===== config.mk =====
export PLATFORM = sky130hd
export DESIGN_NAME = axi_mem_slave
export DESIGN_NICKNAME = d
export VERILOG_FILES = /design/src/axi_mem_pkg.sv /design/src/axi_burst_addr.sv /design/src/axi_byte_mem.sv /design/src/axi_mem_slave.sv /design/src/axi_read_ctrl.sv /design/src/axi_write_ctrl.sv
export SDC_FILE = /design/constraint.sdc
export NUM_CORES = 1
export LEC_CHECK = 0
export BUFFER_PORTS_ARGS = -buffer_cell sky130_fd_sc_hd__buf_4
export CELL_PAD_IN_SITES_DETAIL_PLACEMENT = 1
export CELL_PAD_IN_SITES_GLOBAL_PLACEMENT = 1
export CORE_MARGIN = 5
export CORE_UTILIZATION = 45
export DETAILED_ROUTE_END_ITERATION = 7
export PLACE_DENSITY = 0.77
export RECOVER_POWER = 25
export SETUP_SLACK_MARGIN = 0.1
export SYNTH_ARGS = -nofsm -noshare
export SYNTH_HDL_FRONTEND = slang
export SYNTH_SLANG_ARGS = --single-unit
export TNS_END_PERCENT = 1

===== constraint.sdc =====
create_clock -name clk -period 4.02 [get_ports clk]
set_clock_uncertainty 0.05 [all_clocks]
set_input_delay 0.402 -clock clk [delete_from_list [all_inputs] [get_ports clk]]
set_output_delay 0.402 -clock clk [all_outputs]
set_load 0.02 [all_outputs]

===== src/axi_mem_pkg.sv =====
// shared bus widths, burst and response encodings and the response decode for the AXI memory slave
package axi_mem_pkg;

  //////////////////////////////////////////////////
  // bus geometry
  //////////////////////////////////////////////////
  parameter int ADDR_W = 32;                  // byte address
  parameter int DATA_W = 32;                  // one word per beat
  parameter int STRB_W = DATA_W / 8;          // byte lanes
  parameter int ID_W   = 4;
  parameter int LEN_W  = 4;                   // AXI3 length field of 1 to 16 beats
  parameter int SIZE_W = 3;

  parameter logic [SIZE_W-1:0] MAX_SIZE = 3'd2; // 4 bytes fill the data bus

  //////////////////////////////////////////////////
  // channel encodings
  //////////////////////////////////////////////////
  typedef enum logic [1:0] {
    BURST_FIXED = 2'd0,
    BURST_INCR  = 2'd1,
    BURST_WRAP  = 2'd2                        // 3 is reserved and stepped as INCR
  } burst_t;

  typedef enum logic [1:0] {
    RESP_OKAY   = 2'd0,
    RESP_SLVERR = 2'd2,
    RESP_DECERR = 2'd3
  } resp_t;

  // response for a whole burst judged once from its start fields
  // an oversized transfer is a slave error even when the address also misses
  function automatic resp_t decode_resp(input logic [ADDR_W-1:0] addr,
                                        input logic [SIZE_W-1:0] size,
                                        input int unsigned       mem_bytes);
    resp_t resp;
    resp = RESP_OKAY;
    if (size > MAX_SIZE) begin
      resp = RESP_SLVERR;
    end else if (addr >= ADDR_W'(mem_bytes)) begin
      resp = RESP_DECERR;                     // outside the memory
    end
    return resp;
  endfunction

endpackage


===== src/axi_burst_addr.sv =====
`timescale 1ns/1ps
// beat address generator for FIXED, INCR and WRAP bursts, loaded at the address handshake
module axi_burst_addr (
  input  logic                            clk,
  input  logic                            resetn,
  input  logic                            load,       // address handshake
  input  logic                            advance,    // beat accepted
  input  logic [axi_mem_pkg::ADDR_W-1:0]  start_addr,
  input  logic [axi_mem_pkg::LEN_W-1:0]   len,
  input  logic [axi_mem_pkg::SIZE_W-1:0]  size,
  input  axi_mem_pkg::burst_t             burst,
  output logic [axi_mem_pkg::ADDR_W-1:0]  addr
);
  import axi_mem_pkg::*;

  logic [LEN_W-1:0]  len_q;
  logic [SIZE_W-1:0] size_q;
  burst_t            burst_q;

  logic [ADDR_W-1:0] step;
  logic [ADDR_W-1:0] aligned;
  logic [ADDR_W-1:0] incr_addr;
  logic [ADDR_W-1:0] wrap_mask;
  logic [ADDR_W-1:0] next_addr;

  assign step      = ADDR_W'(1) << size_q;            // bytes per beat
  assign aligned   = addr & ~(step - ADDR_W'(1));     // first beat may be unaligned
  assign incr_addr = aligned + step;

  // window of (len+1) beats, its size is always a power of two for legal wraps
  assign wrap_mask = ((ADDR_W'(len_q) + ADDR_W'(1)) << size_q) - ADDR_W'(1);

  always_comb begin
    case (burst_q)
      BURST_FIXED: next_addr = addr;
      BURST_WRAP:  next_addr = (addr & ~wrap_mask) | (incr_addr & wrap_mask);
      default:     next_addr = incr_addr;
    endcase
  end

  // burst fields, kept for the whole burst
  always_ff @(posedge clk) begin
    if (load) begin
      len_q   <= len;
      size_q  <= size;
      burst_q <= burst;
    end
  end

  always_ff @(posedge clk or negedge resetn) begin
    if (!resetn) begin
      addr <= '0;
    end else if (load) begin
      addr <= start_addr;                             // valid in the next cycle
    end else if (advance) begin
      addr <= next_addr;
    end
  end

endmodule


===== src/axi_byte_mem.sv =====
`timescale 1ns/1ps
// word memory with a byte-strobed write port and a combinational read port, addressed in bytes
module axi_byte_mem #(
  parameter int MEM_BYTES = 128                       // multiple of 4
) (
  input  logic                            clk,
  input  logic                            we,
  input  logic [axi_mem_pkg::ADDR_W-1:0]  waddr,
  input  logic [axi_mem_pkg::DATA_W-1:0]  wdata,
  input  logic [axi_mem_pkg::STRB_W-1:0]  wstrb,
  input  logic [axi_mem_pkg::ADDR_W-1:0]  raddr,
  output logic [axi_mem_pkg::DATA_W-1:0]  rdata
);
  import axi_mem_pkg::*;

  localparam int DEPTH = MEM_BYTES / 4;
  localparam int IDX_W = (DEPTH > 1) ? $clog2(DEPTH) : 1;

  logic [DATA_W-1:0] mem [DEPTH];                     // contents undefined until written

  logic [IDX_W-1:0] widx;
  logic [IDX_W-1:0] ridx;

  // word index sits above the two lane bits, folded onto the depth
  assign widx = IDX_W'(waddr[ADDR_W-1:2] % DEPTH);
  assign ridx = IDX_W'(raddr[ADDR_W-1:2] % DEPTH);

  //////////////////////////////////////////////////
  // write port
  //////////////////////////////////////////////////
  always_ff @(posedge clk) begin
    if (we) begin
      for (int i = 0; i < STRB_W; i++) begin
        if (wstrb[i]) begin
          mem[widx][8*i +: 8] <= wdata[8*i +: 8];     // lane i holds byte addr mod 4 == i
        end
      end
    end
  end

  //////////////////////////////////////////////////
  // read port
  //////////////////////////////////////////////////
  // a read in the same cycle as a write to that word sees the old word
  assign rdata = mem[ridx];

endmodule


===== src/axi_mem_slave.sv =====
`timescale 1ns/1ps
// top of the AXI3 memory slave; joins the write control, read control and byte memory
module axi_mem_slave #(
  parameter int MEM_BYTES = 128                       // multiple of 4
) (
  input  logic                            clk,
  input  logic                            resetn,
  // write address
  input  logic                            awvalid,
  output logic                            awready,
  input  logic [axi_mem_pkg::ID_W-1:0]    awid,
  input  logic [axi_mem_pkg::ADDR_W-1:0]  awaddr,
  input  logic [axi_mem_pkg::LEN_W-1:0]   awlen,
  input  logic [axi_mem_pkg::SIZE_W-1:0]  awsize,
  input  axi_mem_pkg::burst_t             awburst,
  // write data
  input  logic                            wvalid,
  output logic                            wready,
  input  logic [axi_mem_pkg::DATA_W-1:0]  wdata,
  input  logic [axi_mem_pkg::STRB_W-1:0]  wstrb,
  input  logic                            wlast,      // burst end comes from awlen
  // write response
  output logic                            bvalid,
  input  logic                            bready,
  output logic [axi_mem_pkg::ID_W-1:0]    bid,
  output axi_mem_pkg::resp_t              bresp,
  // read address
  input  logic                            arvalid,
  output logic                            arready,
  input  logic [axi_mem_pkg::ID_W-1:0]    arid,
  input  logic [axi_mem_pkg::ADDR_W-1:0]  araddr,
  input  logic [axi_mem_pkg::LEN_W-1:0]   arlen,
  input  logic [axi_mem_pkg::SIZE_W-1:0]  arsize,
  input  axi_mem_pkg::burst_t             arburst,
  // read data
  output logic                            rvalid,
  input  logic                            rready,
  output logic [axi_mem_pkg::ID_W-1:0]    rid,
  output logic [axi_mem_pkg::DATA_W-1:0]  rdata,
  output axi_mem_pkg::resp_t              rresp,
  output logic                            rlast
);
  import axi_mem_pkg::*;

  logic              mem_we;
  logic [ADDR_W-1:0] mem_waddr;
  logic [DATA_W-1:0] mem_wdata;
  logic [STRB_W-1:0] mem_wstrb;
  logic [ADDR_W-1:0] mem_raddr;
  logic [DATA_W-1:0] mem_rdata;

  axi_write_ctrl #(.MEM_BYTES(MEM_BYTES)) u_write_ctrl (
    .clk (clk), .resetn (resetn),
    .awvalid (awvalid), .awready (awready), .awid (awid), .awaddr (awaddr),
    .awlen (awlen), .awsize (awsize), .awburst (awburst),
    .wvalid (wvalid), .wready (wready), .wdata (wdata), .wstrb (wstrb),
    .bvalid (bvalid), .bready (bready), .bid (bid), .bresp (bresp),
    .mem_we (mem_we), .mem_waddr (mem_waddr), .mem_wdata (mem_wdata),
    .mem_wstrb (mem_wstrb)
  );

  axi_read_ctrl #(.MEM_BYTES(MEM_BYTES)) u_read_ctrl (
    .clk (clk), .resetn (resetn),
    .arvalid (arvalid), .arready (arready), .arid (arid), .araddr (araddr),
    .arlen (arlen), .arsize (arsize), .arburst (arburst),
    .rvalid (rvalid), .rready (rready), .rid (rid), .rdata (rdata),
    .rresp (rresp), .rlast (rlast),
    .mem_raddr (mem_raddr), .mem_rdata (mem_rdata)
  );

  axi_byte_mem #(.MEM_BYTES(MEM_BYTES)) u_mem (
    .clk   (clk),
    .we    (mem_we),
    .waddr (mem_waddr),
    .wdata (mem_wdata),
    .wstrb (mem_wstrb),
    .raddr (mem_raddr),
    .rdata (mem_rdata)
  );

endmodule


===== src/axi_read_ctrl.sv =====
`timescale 1ns/1ps
// read side of the slave; takes one AR burst and returns its beats on R back to back
module axi_read_ctrl #(
  parameter int MEM_BYTES = 128
) (
  input  logic                            clk,
  input  logic                            resetn,
  // read address
  input  logic                            arvalid,
  output logic                            arready,
  input  logic [axi_mem_pkg::ID_W-1:0]    arid,
  input  logic [axi_mem_pkg::ADDR_W-1:0]  araddr,
  input  logic [axi_mem_pkg::LEN_W-1:0]   arlen,
  input  logic [axi_mem_pkg::SIZE_W-1:0]  arsize,
  input  axi_mem_pkg::burst_t             arburst,
  // read data
  output logic                            rvalid,
  input  logic                            rready,
  output logic [axi_mem_pkg::ID_W-1:0]    rid,
  output logic [axi_mem_pkg::DATA_W-1:0]  rdata,
  output axi_mem_pkg::resp_t              rresp,
  output logic                            rlast,
  // memory read port
  output logic [axi_mem_pkg::ADDR_W-1:0]  mem_raddr,
  input  logic [axi_mem_pkg::DATA_W-1:0]  mem_rdata
);
  import axi_mem_pkg::*;

  typedef enum logic {
    R_IDLE,
    R_BEAT
  } rstate_t;

  rstate_t           state;
  rstate_t           state_nxt;
  logic [LEN_W-1:0]  len_q;
  logic [LEN_W-1:0]  beat_cnt;
  logic              fresh;                           // first cycle a beat is shown
  logic [DATA_W-1:0] held_data;
  logic [DATA_W-1:0] beat_data;
  logic              ar_hs;
  logic              r_hs;
  logic              last_beat;

  assign ar_hs     = arvalid & arready;
  assign r_hs      = rvalid & rready;
  assign last_beat = (beat_cnt == len_q);

  //////////////////////////////////////////////////
  // FSM
  //////////////////////////////////////////////////
  always_comb begin
    state_nxt = state;
    case (state)
      R_IDLE:  if (ar_hs) state_nxt = R_BEAT;
      R_BEAT:  if (r_hs && last_beat) state_nxt = R_IDLE;
      default: state_nxt = R_IDLE;
    endcase
  end

  always_ff @(posedge clk or negedge resetn) begin
    if (!resetn) begin
      state    <= R_IDLE;
      arready  <= 1'b0;
      beat_cnt <= '0;
      fresh    <= 1'b0;
    end else begin
      state    <= state_nxt;
      arready  <= (state_nxt == R_IDLE);
      fresh    <= (state_nxt == R_BEAT) && (ar_hs || r_hs); // next beat, no gap
      if (ar_hs) begin
        beat_cnt <= '0;
      end else if (r_hs) begin
        beat_cnt <= beat_cnt + 1'b1;
      end
    end
  end

  always_ff @(posedge clk) begin
    if (ar_hs) begin
      len_q <= arlen;
      rid   <= arid;
      rresp <= decode_resp(araddr, arsize, MEM_BYTES);
    end
    held_data <= rdata;                               // freezes the beat while stalled
  end

  //////////////////////////////////////////////////
  // R payload
  //////////////////////////////////////////////////
  axi_burst_addr u_addr (
    .clk        (clk),
    .resetn     (resetn),
    .load       (ar_hs),
    .advance    (r_hs),
    .start_addr (araddr),
    .len        (arlen),
    .size       (arsize),
    .burst      (arburst),
    .addr       (mem_raddr)
  );

  assign beat_data = (rresp == RESP_OKAY) ? mem_rdata : '0; // zero on error
  // a write landing during a stall must not disturb the beat on the bus
  assign rdata     = fresh ? beat_data : held_data;
  assign rvalid    = (state == R_BEAT);
  assign rlast     = rvalid && last_beat;

endmodule


===== src/axi_write_ctrl.sv =====
`timescale 1ns/1ps
// write side of the slave; takes one AW burst, writes its W beats to memory and returns B
module axi_write_ctrl #(
  parameter int MEM_BYTES = 128
) (
  input  logic                            clk,
  input  logic                            resetn,
  // write address
  input  logic                            awvalid,
  output logic                            awready,
  input  logic [axi_mem_pkg::ID_W-1:0]    awid,
  input  logic [axi_mem_pkg::ADDR_W-1:0]  awaddr,
  input  logic [axi_mem_pkg::LEN_W-1:0]   awlen,
  input  logic [axi_mem_pkg::SIZE_W-1:0]  awsize,
  input  axi_mem_pkg::burst_t             awburst,
  // write data
  input  logic                            wvalid,
  output logic                            wready,
  input  logic [axi_mem_pkg::DATA_W-1:0]  wdata,
  input  logic [axi_mem_pkg::STRB_W-1:0]  wstrb,
  // write response
  output logic                            bvalid,
  input  logic                            bready,
  output logic [axi_mem_pkg::ID_W-1:0]    bid,
  output axi_mem_pkg::resp_t              bresp,
  // memory write port
  output logic                            mem_we,
  output logic [axi_mem_pkg::ADDR_W-1:0]  mem_waddr,
  output logic [axi_mem_pkg::DATA_W-1:0]  mem_wdata,
  output logic [axi_mem_pkg::STRB_W-1:0]  mem_wstrb
);
  import axi_mem_pkg::*;

  typedef enum logic [1:0] {
    W_IDLE,
    W_DATA,
    W_RESP
  } wstate_t;

  wstate_t          state;
  wstate_t          state_nxt;
  logic [LEN_W-1:0] len_q;
  logic [LEN_W-1:0] beat_cnt;
  logic             aw_hs;
  logic             w_hs;
  logic             b_hs;
  logic             last_beat;

  assign aw_hs     = awvalid & awready;
  assign w_hs      = wvalid & wready;
  assign b_hs      = bvalid & bready;
  assign last_beat = (beat_cnt == len_q);             // beat count ends the burst

  //////////////////////////////////////////////////
  // FSM
  //////////////////////////////////////////////////
  always_comb begin
    state_nxt = state;
    case (state)
      W_IDLE:  if (aw_hs) state_nxt = W_DATA;
      W_DATA:  if (w_hs && last_beat) state_nxt = W_RESP;
      W_RESP:  if (b_hs) state_nxt = W_IDLE;
      default: state_nxt = W_IDLE;
    endcase
  end

  always_ff @(posedge clk or negedge resetn) begin
    if (!resetn) begin
      state    <= W_IDLE;
      awready  <= 1'b0;
      beat_cnt <= '0;
    end else begin
      state    <= state_nxt;
      awready  <= (state_nxt == W_IDLE);              // back up the cycle after B
      if (aw_hs) begin
        beat_cnt <= '0;
      end else if (w_hs) begin
        beat_cnt <= beat_cnt + 1'b1;
      end
    end
  end

  // burst fields, response judged once at AW
  always_ff @(posedge clk) begin
    if (aw_hs) begin
      len_q <= awlen;
      bid   <= awid;
      bresp <= decode_resp(awaddr, awsize, MEM_BYTES);
    end
  end

  assign wready = (state == W_DATA);
  assign bvalid = (state == W_RESP);

  //////////////////////////////////////////////////
  // memory write port
  //////////////////////////////////////////////////
  axi_burst_addr u_addr (
    .clk        (clk),
    .resetn     (resetn),
    .load       (aw_hs),
    .advance    (w_hs),
    .start_addr (awaddr),
    .len        (awlen),
    .size       (awsize),
    .burst      (awburst),
    .addr       (mem_waddr)
  );

  assign mem_we    = w_hs && (bresp == RESP_OKAY);    // error bursts drain without writing
  assign mem_wdata = wdata;
  assign mem_wstrb = wstrb;

endmodule


==> results of run 1 <==
cells in the final DEF (no fill, tap or decap), types with 23 or more instances in the layout:
cell type	synthesis	layout
edfxtp_1	1054	1054
mux4_2	320	320
buf_4	2	191
nor2_1	176	176
clkbuf_16	0	115
nand2_1	77	76
inv_1	46	46
clkbuf_1	78	41
a21oi_1	39	39
dlygate4sd3_1	0	36
o22ai_1	34	34
mux2i_1	36	33
dfxtp_1	32	32
clkinv_2	0	28
clkinv_1	2	25
o21ai_0	25	25
dfrtp_1	28	23
power by group through the flow:
stage | logic [mW] | clock network (mW) | registers (mW)
after floorplan | 6.07 | 0 | 13.3
after global placement | 8.40 | 0 | 13.6
after detailed placement | 8.69 | 0 | 13.7
after CTS | 9.02 | 10.1 | 13.4
after global routing | 9.60 | 10.7 | 13.4
final | 9.17 | 9.98 | 13.3
path summary, 6_finish.rpt:
kind | cells past startpoint | startpoint | slack, ns | end
min in group asynchronous | 2 | resetn | 0.19 | asynchronous set/reset pin
worst max register to register | 11 | u_write_ctrl.u_addr.size_q[2]$_DFFE_PP_ | 0.54 | register
max in group asynchronous | 2 | resetn | 3.26 | asynchronous set/reset pin
worst max-delay path | 8 | register | 0.14 | rdata[31]
worst min register to register | 2 | u_read_ctrl.held_data[0]$_DFF_P_ | 0.42 | u_read_ctrl.held_data[0]$_DFF_P_
worst min-delay path | 3 | awaddr[6] | 0.05 | register
repair_timing:
item	CTS	global route
hold endpoints to repair	68	0
gates resized for setup	2	3
cloned	0	2
buffers inserted	7	4
setup endpoints to repair	27	11
hold buffers	36	0
state kept, by name (all words and copies together), names as in the netlist, named ones only:
signal / cells
u_write_ctrl.bid: 4
u_write_ctrl.awready: 1
u_read_ctrl.held_data: 32
u_read_ctrl.rresp: 2
u_read_ctrl.u_addr.size_q: 3
u_read_ctrl.beat_cnt: 4
u_read_ctrl.rid: 4
u_write_ctrl.u_addr.size_q: 3
u_write_ctrl.len_q: 4
u_read_ctrl.len_q: 4
u_read_ctrl.fresh: 1
u_write_ctrl.beat_cnt: 4
u_write_ctrl.bresp: 2
u_write_ctrl.state: 2
u_mem.mem: 1024
u_read_ctrl.rvalid: 1
u_write_ctrl.u_addr.burst_q: 2
u_read_ctrl.u_addr.burst_q: 2
u_read_ctrl.arready: 1
stage by stage:
stage	power (mW)	hold slack, ns	util (%)	setup WS, ns	area [um2]
after floorplan	19.3	0.0564	-	1.23	44400
after global placement	22.0	0.350	48.3	0.552	47500
after detailed placement	22.4	0.359	48.3	0.507	47500
after CTS	32.5	0.00999	52.3	0.0559	51400
after global routing	33.7	0.0454	52.4	0.0553	51500
final	32.5	0.0491	52.4	0.137	51500
synth_stat cells, types with 4 or more instances:
master	instances
a211oi_1	4
a21oi_1	39
a31oi_1	7
and3_1	5
buf_1	21
buf_2	20
clkbuf_1	78
dfrtp_1	28
dfxtp_1	32
edfxtp_1	1054
ha_1	10
inv_1	46
mux2_2	5
mux2i_1	36
mux4_2	320
nand2_1	77
nand2b_1	10
nand3_1	14
nand4_1	6
nor2_1	176
nor2b_1	14
nor3_1	21
nor3b_1	6
nor4_1	13
o211ai_1	4
o21ai_0	25
o22ai_1	34
o31ai_1	4
or3_1	5
xnor2_1	17
xor2_1	20
routing by layer:
metal / GRT usage, % / part of all wire, % / vias to the layer above
li1: - / - / 9647
met1: 29.5 / 40 / 12300
met2: 36.1 / 50 / 1029
met3: 4.36 / 7.6 / 174
met4: 6.23 / 2.4 / 6
met5: 0 / 0.041 / -
tightest hold or removal path: cells and delay by family:
| family | cells | cell delay [ns] |
|---|---|---|
| compound gates | 2 | 0.25 |
| buf+inv | 1 | 0.09 |
kinds of logic (layout without fill, tap and decap cells):
logic type / after synthesis / in the layout / share of synthesized area (%)
xor+xnor: 37 / 37 / 0.729
other cells: 0 / 3 / 0
simple gates: 371 / 371 / 3.81
fa+ha+maj: 10 / 10 / 0.281
flops: 1114 / 1114 / 74.2
buf+inv: 172 / 531 / 1.53
compound gates: 156 / 156 / 2.27
mux: 361 / 361 / 17.2
area by class of cell:
cell class	instances	area share, %
Antenna cell	3	0.0146
Clock inverter	75	1.12
Multi-Input combinational cell	935	21.0
Tap cell	1287	3.13
Timing Repair Buffer	275	4.67
Sequential cell	1114	64.1
Inverter	49	0.357
Clock buffer	132	5.65
==> results.py, run 1 <==
metrics = {
    "floorplan": {
        "core_area_um2": 98300,
        "rows": 115,
        "num_io_pins": 184,
        "start_util_pct": 45.2,
        "die_area_um2": 105000,
        "fp.dieH_um": 324,
        "die_w_um": 324,
    },
    "sta": {
        "hold_violations": 0,
        "slew_headroom_pct": -7.72,
        "fin_crit_sh_pct": 96.6,
        "maxSlewViolCount": 329,
        "rsz0062_at_grt": "yes",
        "setup_viol": 0,
        "worstMarginPinSlew_ns": 1.62,
        "fin_tns_setup_ns": 0,
        "min_period_ns": 3.88,
        "max_freq_mhz": 258,
    },
    "synth": {
        "yosysSeqAreaShare_pct": 74.2,
        "synth_edf_count": 1054,
        "yosys-top-cells-area": "edfxtp_1, mux4_2, dfrtp_1",
        "syn_area_um2": 44400,
        "synth_area_leader_cell": "edfxtp_1",
        "ys.flop_type": "edfxtp_1",
        "ys_warn_count": 0,
        "ys_ff_latch": 1114,
        "synth-async-reset-ratio_pct": 2.51,
        "synthCells": 2221,
        "netlist.area_leader.share_pct": 71.2,
        "synth.avg_cell_area_um2": 20.0,
        "syn-num-nets": 2365,
        "synth.distinct_cells": 75,
    },
    "routing": {
        "vias": 23200,
        "antenna_left": 0,
        "dr.pass1.iters": 5,
        "drc_errors": 0,
        "wl_per_cell_um": 29.5,
        "vias_per_cell": 5.99,
        "drt_iter0_drc": 2124,
        "routed_wl_mm": 114,
    },
    "job": {
        "maxCapViolations": 13,
    },
    "grt": {
        "antenna_found_initial": 6,
        "grt_max_degree": 52,
        "grt_pass1_vias": 24800,
        "overflow": 0,
        "grt_pass1_wl_mm": 168,
        "grt.total_usage_pct": 21.7,
    },
    "layout": {
        "fin_cells": 3870,
        "fin_nets": 2629,
        "area_growth_pct": 15.8,
        "multi_input_area_um2": 10800,
        "fillers": 8726,
        "drive_gt1_share_pct": 28.1,
        "regArea_um2": 33000,
    },
    "cts": {
        "cts_tree": "done",
        "cts_max_level": 3,
        "insertion_delay_ns": 0.69,
        "max-clock-path-buffers": 3,
        "clkTransAtPathRegs_ns": 0.07,
        "cts-root-buf": "clkbuf_16",
        "cts_buffers": 110,
        "cts_sinks": 1114,
    },
    "setup_path": {
        "cp.arrival_ns": 3.43,
        "cp_slowest_stage_delay_ns": 0.58,
        "crit_chain": "buf_12, buf_4, buf_12, mux4_2, mux4_2, mux2i_1, o22ai_1, buf_4",
        "critPathSlowestCell": "mux4_2",
        "crit_fanout": 20,
        "required_ns": 3.57,
        "cp-start-kind": "register",
        "cp.buffers_inverters": 4,
        "crit_family": "multiplexers",
        "crit_type": "register to output port",
        "crit_path_end_kind": "output port",
    },
    "pwr": {
        "p_comb_share_pct": 28.2,
        "power.density_nw_per_um2": 631,
        "power.internal_mw": 23.1,
        "p_sw_mw": 9.42,
        "p_leak_nw": 16.4,
        "pwr-share-clk_pct": 30.8,
        "peakVddDrop_mv": 0.353,
        "p_seq_share_pct": 41.0,
        "swShare_pct": 29.0,
    },
    "run_status": {
        "status": "finished, violations left",
        "violations": "capacitance limit, slew limit",
    },
    "place": {
        "io_buffer_count": 182,
        "dp.cells": 3611,
        "gp_congestion": 0.823,
        "dp_hpwl_mm": 72.2,
    },
    "min_path": {
        "hold_class": "input pin to register",
    },
}
Note: power is estimated with default switching activity, not from simulation.
==> run 2, diff against run 1 <==
GPL_TIMING_DRIVEN = 0   (was default)
==> results.py, run 2 (same netlist as run 1, synthesis figures left out) <==
metrics = {
    "run_status": {
        "status": "finished, violations left",
        "violations": "capacitance limit, slew limit, setup timing",
    },
    "routing": {
        "drt_iter0_drc": 3141,
        "wl_met3_mm": 11.9,
        "routed_wl_mm": 127,
        "vias": 24300,
        "dr.pass1.iters": 5,
        "vias_per_cell": 6.18,
        "wl_met2_mm": 63.4,
        "drc_errors": 0,
        "wl_met1_mm": 47.4,
        "wl_per_cell_um": 32.3,
        "highest_layer": "met5",
        "antenna_left": 0,
    },
    "sta": {
        "fin_crit_sh_pct": 101,
        "rsz0062_at_grt": "yes",
        "hold_violations": 0,
        "maxSlewViolCount": 131,
        "min_period_ns": 4.06,
        "slew_headroom_pct": -5.31,
        "setup_viol": 14,
        "max_freq_mhz": 246,
        "setup_slack_ns": -0.0396,
        "worstMarginPinSlew_ns": 1.58,
    },
    "floorplan": {
        "die_area_um2": 105000,
        "num_io_pins": 184,
        "rows": 115,
        "start_util_pct": 45.2,
        "die_w_um": 324,
        "fp.dieH_um": 324,
        "core_area_um2": 98300,
    },
    "cts": {
        "max-clock-path-buffers": 3,
        "cts_sinks": 1114,
        "cts_tree": "done",
        "insertion_delay_ns": 0.72,
        "cts-root-buf": "clkbuf_16",
        "cts_max_level": 3,
        "clkTransAtPathRegs_ns": 0.06,
        "cts_buffers": 112,
    },
    "layout": {
        "fin_util_pct": 53.0,
        "reg.largest.list": "u_mem.mem (1024), u_read_ctrl.held_data (32)",
        "fillers": 8710,
        "top_register": "u_mem.mem",
        "final_common_cell": "edfxtp_1",
        "fin_area_um2": 52100,
        "area_growth_pct": 17.3,
        "antennaDiodeCount": 0,
        "mostFrequentLayoutCells": "edfxtp_1, mux4_2, buf_4",
        "fin_nets": 2698,
        "drive_gt1_share_pct": 29.6,
        "largest_register_ffs": 1024,
    },
    "pwr": {
        "power.density_nw_per_um2": 655,
        "p_sw_mw": 10.2,
        "p_comb_share_pct": 29.2,
        "p_seq_share_pct": 38.3,
        "p_leak_nw": 16.7,
        "pwr-share-clk_pct": 32.5,
        "swShare_pct": 30.0,
        "peakVddDrop_mv": 0.510,
        "power.internal_mw": 23.9,
    },
    "grt": {
        "grt_max_degree": 33,
        "antenna_found_initial": 5,
        "grt_pass1_vias": 25800,
        "grt_pass1_wl_mm": 183,
        "grt.total_usage_pct": 24.2,
        "overflow": 0,
    },
    "setup_path": {
        "required_ns": 4.27,
        "crit_fanout": 10,
        "cp.arrival_ns": 4.31,
        "cp-start-kind": "register",
        "crit_path_end_kind": "register",
        "crit_type": "register to register",
    },
    "place": {
        "io_buffer_count": 182,
        "gp_congestion": 0.862,
        "placed_area_um2": 47400,
        "dp_hpwl_mm": 84.5,
    },
    "min_path": {
        "hold_class": "input pin to register",
    },
    "job": {
        "maxCapViolations": 7,
    },
}
[run 2: area by class of cell]
cell class	instances	area [um2]	share of cell area, %
repair buffers	220	1650	3.17
inverters	49	184	0.353
flip-flops and latches	1114	33000	63.3
clock buffers	146	3090	5.93
plain buffers	122	841	1.61
well taps	1287	1610	3.09
clock inverters	63	848	1.63
multi-input cells	935	10900	20.9
[run 2: through the flow]
| stage | std cells | total power [mW] | hold slack [ns] | setup WS [ns] | TNS [ns] |
|---|---|---|---|---|---|
| floorplan | 2221 | 19.3 | 0.0564 | 1.23 | 0 |
| global placement | 3690 | 22.2 | 0.349 | -0.712 | -52.63 |
| detailed placement | 3690 | 22.6 | 0.365 | -0.678 | -100.50 |
| CTS | 3936 | 34.0 | 0.0102 | 0.0356 | 0 |
| global route | 3936 | 35.2 | 0.0375 | -0.0361 | -0.313 |
| finish | 3936 | 34.2 | 0.0516 | -0.0396 | -0.265 |
[run 2: power by group through the flow]
| stage | Clock, mW | Sequential (mW) | Combinational, mW |
|---|---|---|---|
| finish | 11.1 | 13.1 | 9.98 |
| global route | 11.8 | 13.1 | 10.3 |
| CTS | 11.2 | 13.1 | 9.78 |
| detailed placement | 0 | 13.3 | 9.29 |
| global placement | 0 | 13.3 | 8.96 |
| floorplan | 0 | 13.3 | 6.07 |
[run 2: final timing paths]
| check | startpoint | endpoint | slack, ns | cells past startpoint |
|---|---|---|---|---|
| max reg2reg | u_write_ctrl.state[1]$_DFF_PN0_ | u_mem.mem[13][25]$_DFFE_PP_ | -0.04 | 6 |
| min in group asynchronous | resetn | u_write_ctrl.awready$_DFF_PN0_ | 0.19 | 2 |
| min | araddr[6] | register | 0.05 | 3 |
| max in group asynchronous | resetn | asynchronous set/reset pin | 3.29 | 2 |
| min reg2reg | u_read_ctrl.held_data[28]$_DFF_P_ | u_read_ctrl.held_data[28]$_DFF_P_ | 0.43 | 2 |
| max | u_write_ctrl.state[1]$_DFF_PN0_ | u_mem.mem[13][25]$_DFFE_PP_ | -0.04 | 6 |
[run 2: timing repair]
item                                    CTS  global route
gates resized for setup                 181            36
hold buffers                             36             0
hold endpoints to repair                 68             0
endpoints found under the setup margin  948           127
gates cloned                              0             0
buffers inserted                          2             0
[run 2: layer usage]
layer  up-vias  global-route usage [%]
li1       9765                       -
met1     12800                    31.5
met2      1480                    40.9
met3       275                    5.66
met4         6                    7.59
met5         -                       0
[run 2: critical path, cell delays in order (launching register included)]
cell and delay, ns:
dfrtp_1 0.42, nor2b_1 0.22, nand2_1 0.21, nor3_2 0.65
nand2_1 0.57, clkbuf_1 0.35, nor2_1 1.16
==> run 3, diff against run 2 <==
HOLD_SLACK_MARGIN = 0.03   (was default)
PLACE_DENSITY = 0.8   (was 0.77)
clock period = 3.57 ns   (was 4.02 ns; I/O delays follow)
==> results.py, run 3 (same netlist as run 1, synthesis figures left out) <==
metrics = {
    "run_status": {
        "status": "finished, violations left",
        "violations": "capacitance limit, slew limit, setup timing",
    },
    "job": {
        "maxCapViolations": 8,
    },
    "min_path": {
        "hold_start": "arvalid",
        "min_path_cells": 4,
        "hold_class": "input pin to register",
    },
    "floorplan": {
        "num_io_pins": 184,
        "start_util_pct": 45.2,
        "die_w_um": 324,
        "core_area_um2": 98300,
        "die_area_um2": 105000,
        "fp.dieH_um": 324,
        "rows": 115,
    },
    "sta": {
        "hold_violations": 0,
        "maxSlewViolCount": 226,
        "setup_slack_ns": -0.265,
        "min_period_ns": 3.83,
        "fin_crit_sh_pct": 107,
        "whs_ns": 0.0634,
        "setup_viol": 32,
        "max_freq_mhz": 261,
        "worstMarginPinSlew_ns": 2.36,
        "rsz0062_at_grt": "yes",
        "slew_headroom_pct": -57.5,
        "fin_tns_setup_ns": -5.92,
    },
    "cts": {
        "cts_buffers": 107,
        "cts_sinks": 1114,
        "cts_max_level": 3,
        "cts-root-buf": "clkbuf_16",
        "insertion_delay_ns": 0.70,
        "max-clock-path-buffers": 3,
        "clkTransAtPathRegs_ns": 0.07,
        "cts_tree": "done",
    },
    "place": {
        "gp_congestion": 0.858,
        "placed_area_um2": 47400,
        "io_buffer_count": 182,
        "dp_hpwl_mm": 84.0,
        "dp.cells": 3690,
    },
    "routing": {
        "routed_wl_mm": 131,
        "drt_iter0_drc": 3142,
        "drc_errors": 0,
        "vias_per_cell": 6.30,
        "vias": 25000,
        "dr.pass1.iters": 5,
        "wl_per_cell_um": 33.0,
        "antenna_left": 0,
    },
    "layout": {
        "mostFrequentLayoutCells": "edfxtp_1, mux4_2, buf_4",
        "fin_nets": 2730,
        "largest_register_ffs": 1024,
        "final_common_cell": "edfxtp_1",
        "drive_gt1_share_pct": 31.9,
        "fin_cells": 3965,
        "top_register": "u_mem.mem",
        "fillers": 8652,
        "regArea_um2": 33000,
        "reg.largest.list": "u_mem.mem (1024), u_read_ctrl.held_data (32)",
        "multi_input_area_um2": 11300,
        "fin_area_um2": 52800,
        "area_growth_pct": 18.9,
    },
    "setup_path": {
        "cp-start-kind": "register",
        "regToRegSetupSlack_ns": 0.04,
        "crit_path_end_kind": "output port",
        "cp.arrival_ns": 3.43,
        "reg2regPathDepth": 4,
        "crit_type": "register to output port",
        "required_ns": 3.16,
        "reg2reg_to": "u_mem.mem[6][22]$_DFFE_PP_",
        "crit_fanout": 10,
    },
    "grt": {
        "grt_pass1_wl_mm": 184,
        "grt_pass1_vias": 26100,
        "overflow": 0,
        "grt.total_usage_pct": 24.4,
        "grt_max_degree": 33,
        "antenna_found_initial": 5,
    },
    "pwr": {
        "finalPower_mw": 38.6,
        "p_leak_nw": 16.8,
        "power.density_nw_per_um2": 730,
        "peakVddDrop_mv": 0.437,
    },
}
run 3: cell types whose count changed in the layout (fill, tap and decap cells not counted), moves of 16 or more:
cell | before | now
buf_4 | 167 | 131
clkinv_1 | 11 | 27
dlygate4sd3_1 | 36 | 63
nor2_1 | 162 | 97
nor2_2 | 14 | 73
o22ai_1 | 31 | 14
o22ai_2 | 3 | 19
run 3: final cells by class:
type / count / area share (%)
flip-flops and latches: 1114 / 62.5
multi-input cells: 935 / 21.4
clock buffers: 136 / 5.37
repair buffers: 258 / 4.21
well taps: 1287 / 3.05
plain buffers: 121 / 2.01
clock inverters: 64 / 1.15
inverters: 49 / 0.348
diodes: 1 / 0.00474
run 3: per-stage QoR:
stage	setup slack [ns]	util, %
2_1_floorplan	0.830	-
3_3_place_gp	-0.812	48.3
3_5_place_dp	-0.880	48.3
4_1_cts	-0.210	53.4
5_1_grt	-0.272	53.8
6_report	-0.265	53.8
run 3: where the power goes:
group          internal (mW)  switching [mW]  leakage, nW
Sequential              14.5           0.254         10.1
Combinational           5.80            6.60         5.02
Clock                   6.42            4.99         1.69
run 3: timing repair:
action	in CTS	in global routing
resized for setup	305	78
hold endpoints to repair	378	0
buffers inserted	4	1
pin swaps	1	1
hold buffers	63	0
cloned	3	5
endpoints found under the setup margin	1088	899
run 3: layer usage:
metal,up-vias,track usage [%],part of all wire [%]
met5,-,0,0.049
met4,4,9.42,3.7
met3,301,7.23,10
met2,1713,41.0,51
met1,13100,30.2,35
li1,9848,-,-
run 3: worst max path at each step:
stage | startpoint | to | slack [ns] | depth (start not counted)
finish | register | rdata[12] | -0.26 | 7
global route | register | rdata[18] | -0.27 | 8
CTS | register | rdata[26] | -0.21 | 7
detailed placement | register | rdata[13] | -0.88 | 8
global placement | register | rdata[29] | -0.81 | 8
floorplan | register | rdata[0] | 0.83 | 6
run 3: worst max-delay path, cell delays in order (launching register included):
cell and delay, ns:
dfrtp_2 0.54, clkbuf_8 0.32, clkbuf_4 0.30, mux4_2 0.36, mux4_2 0.53, mux2i_1 0.24, o22ai_2 0.19, buf_6 0.24
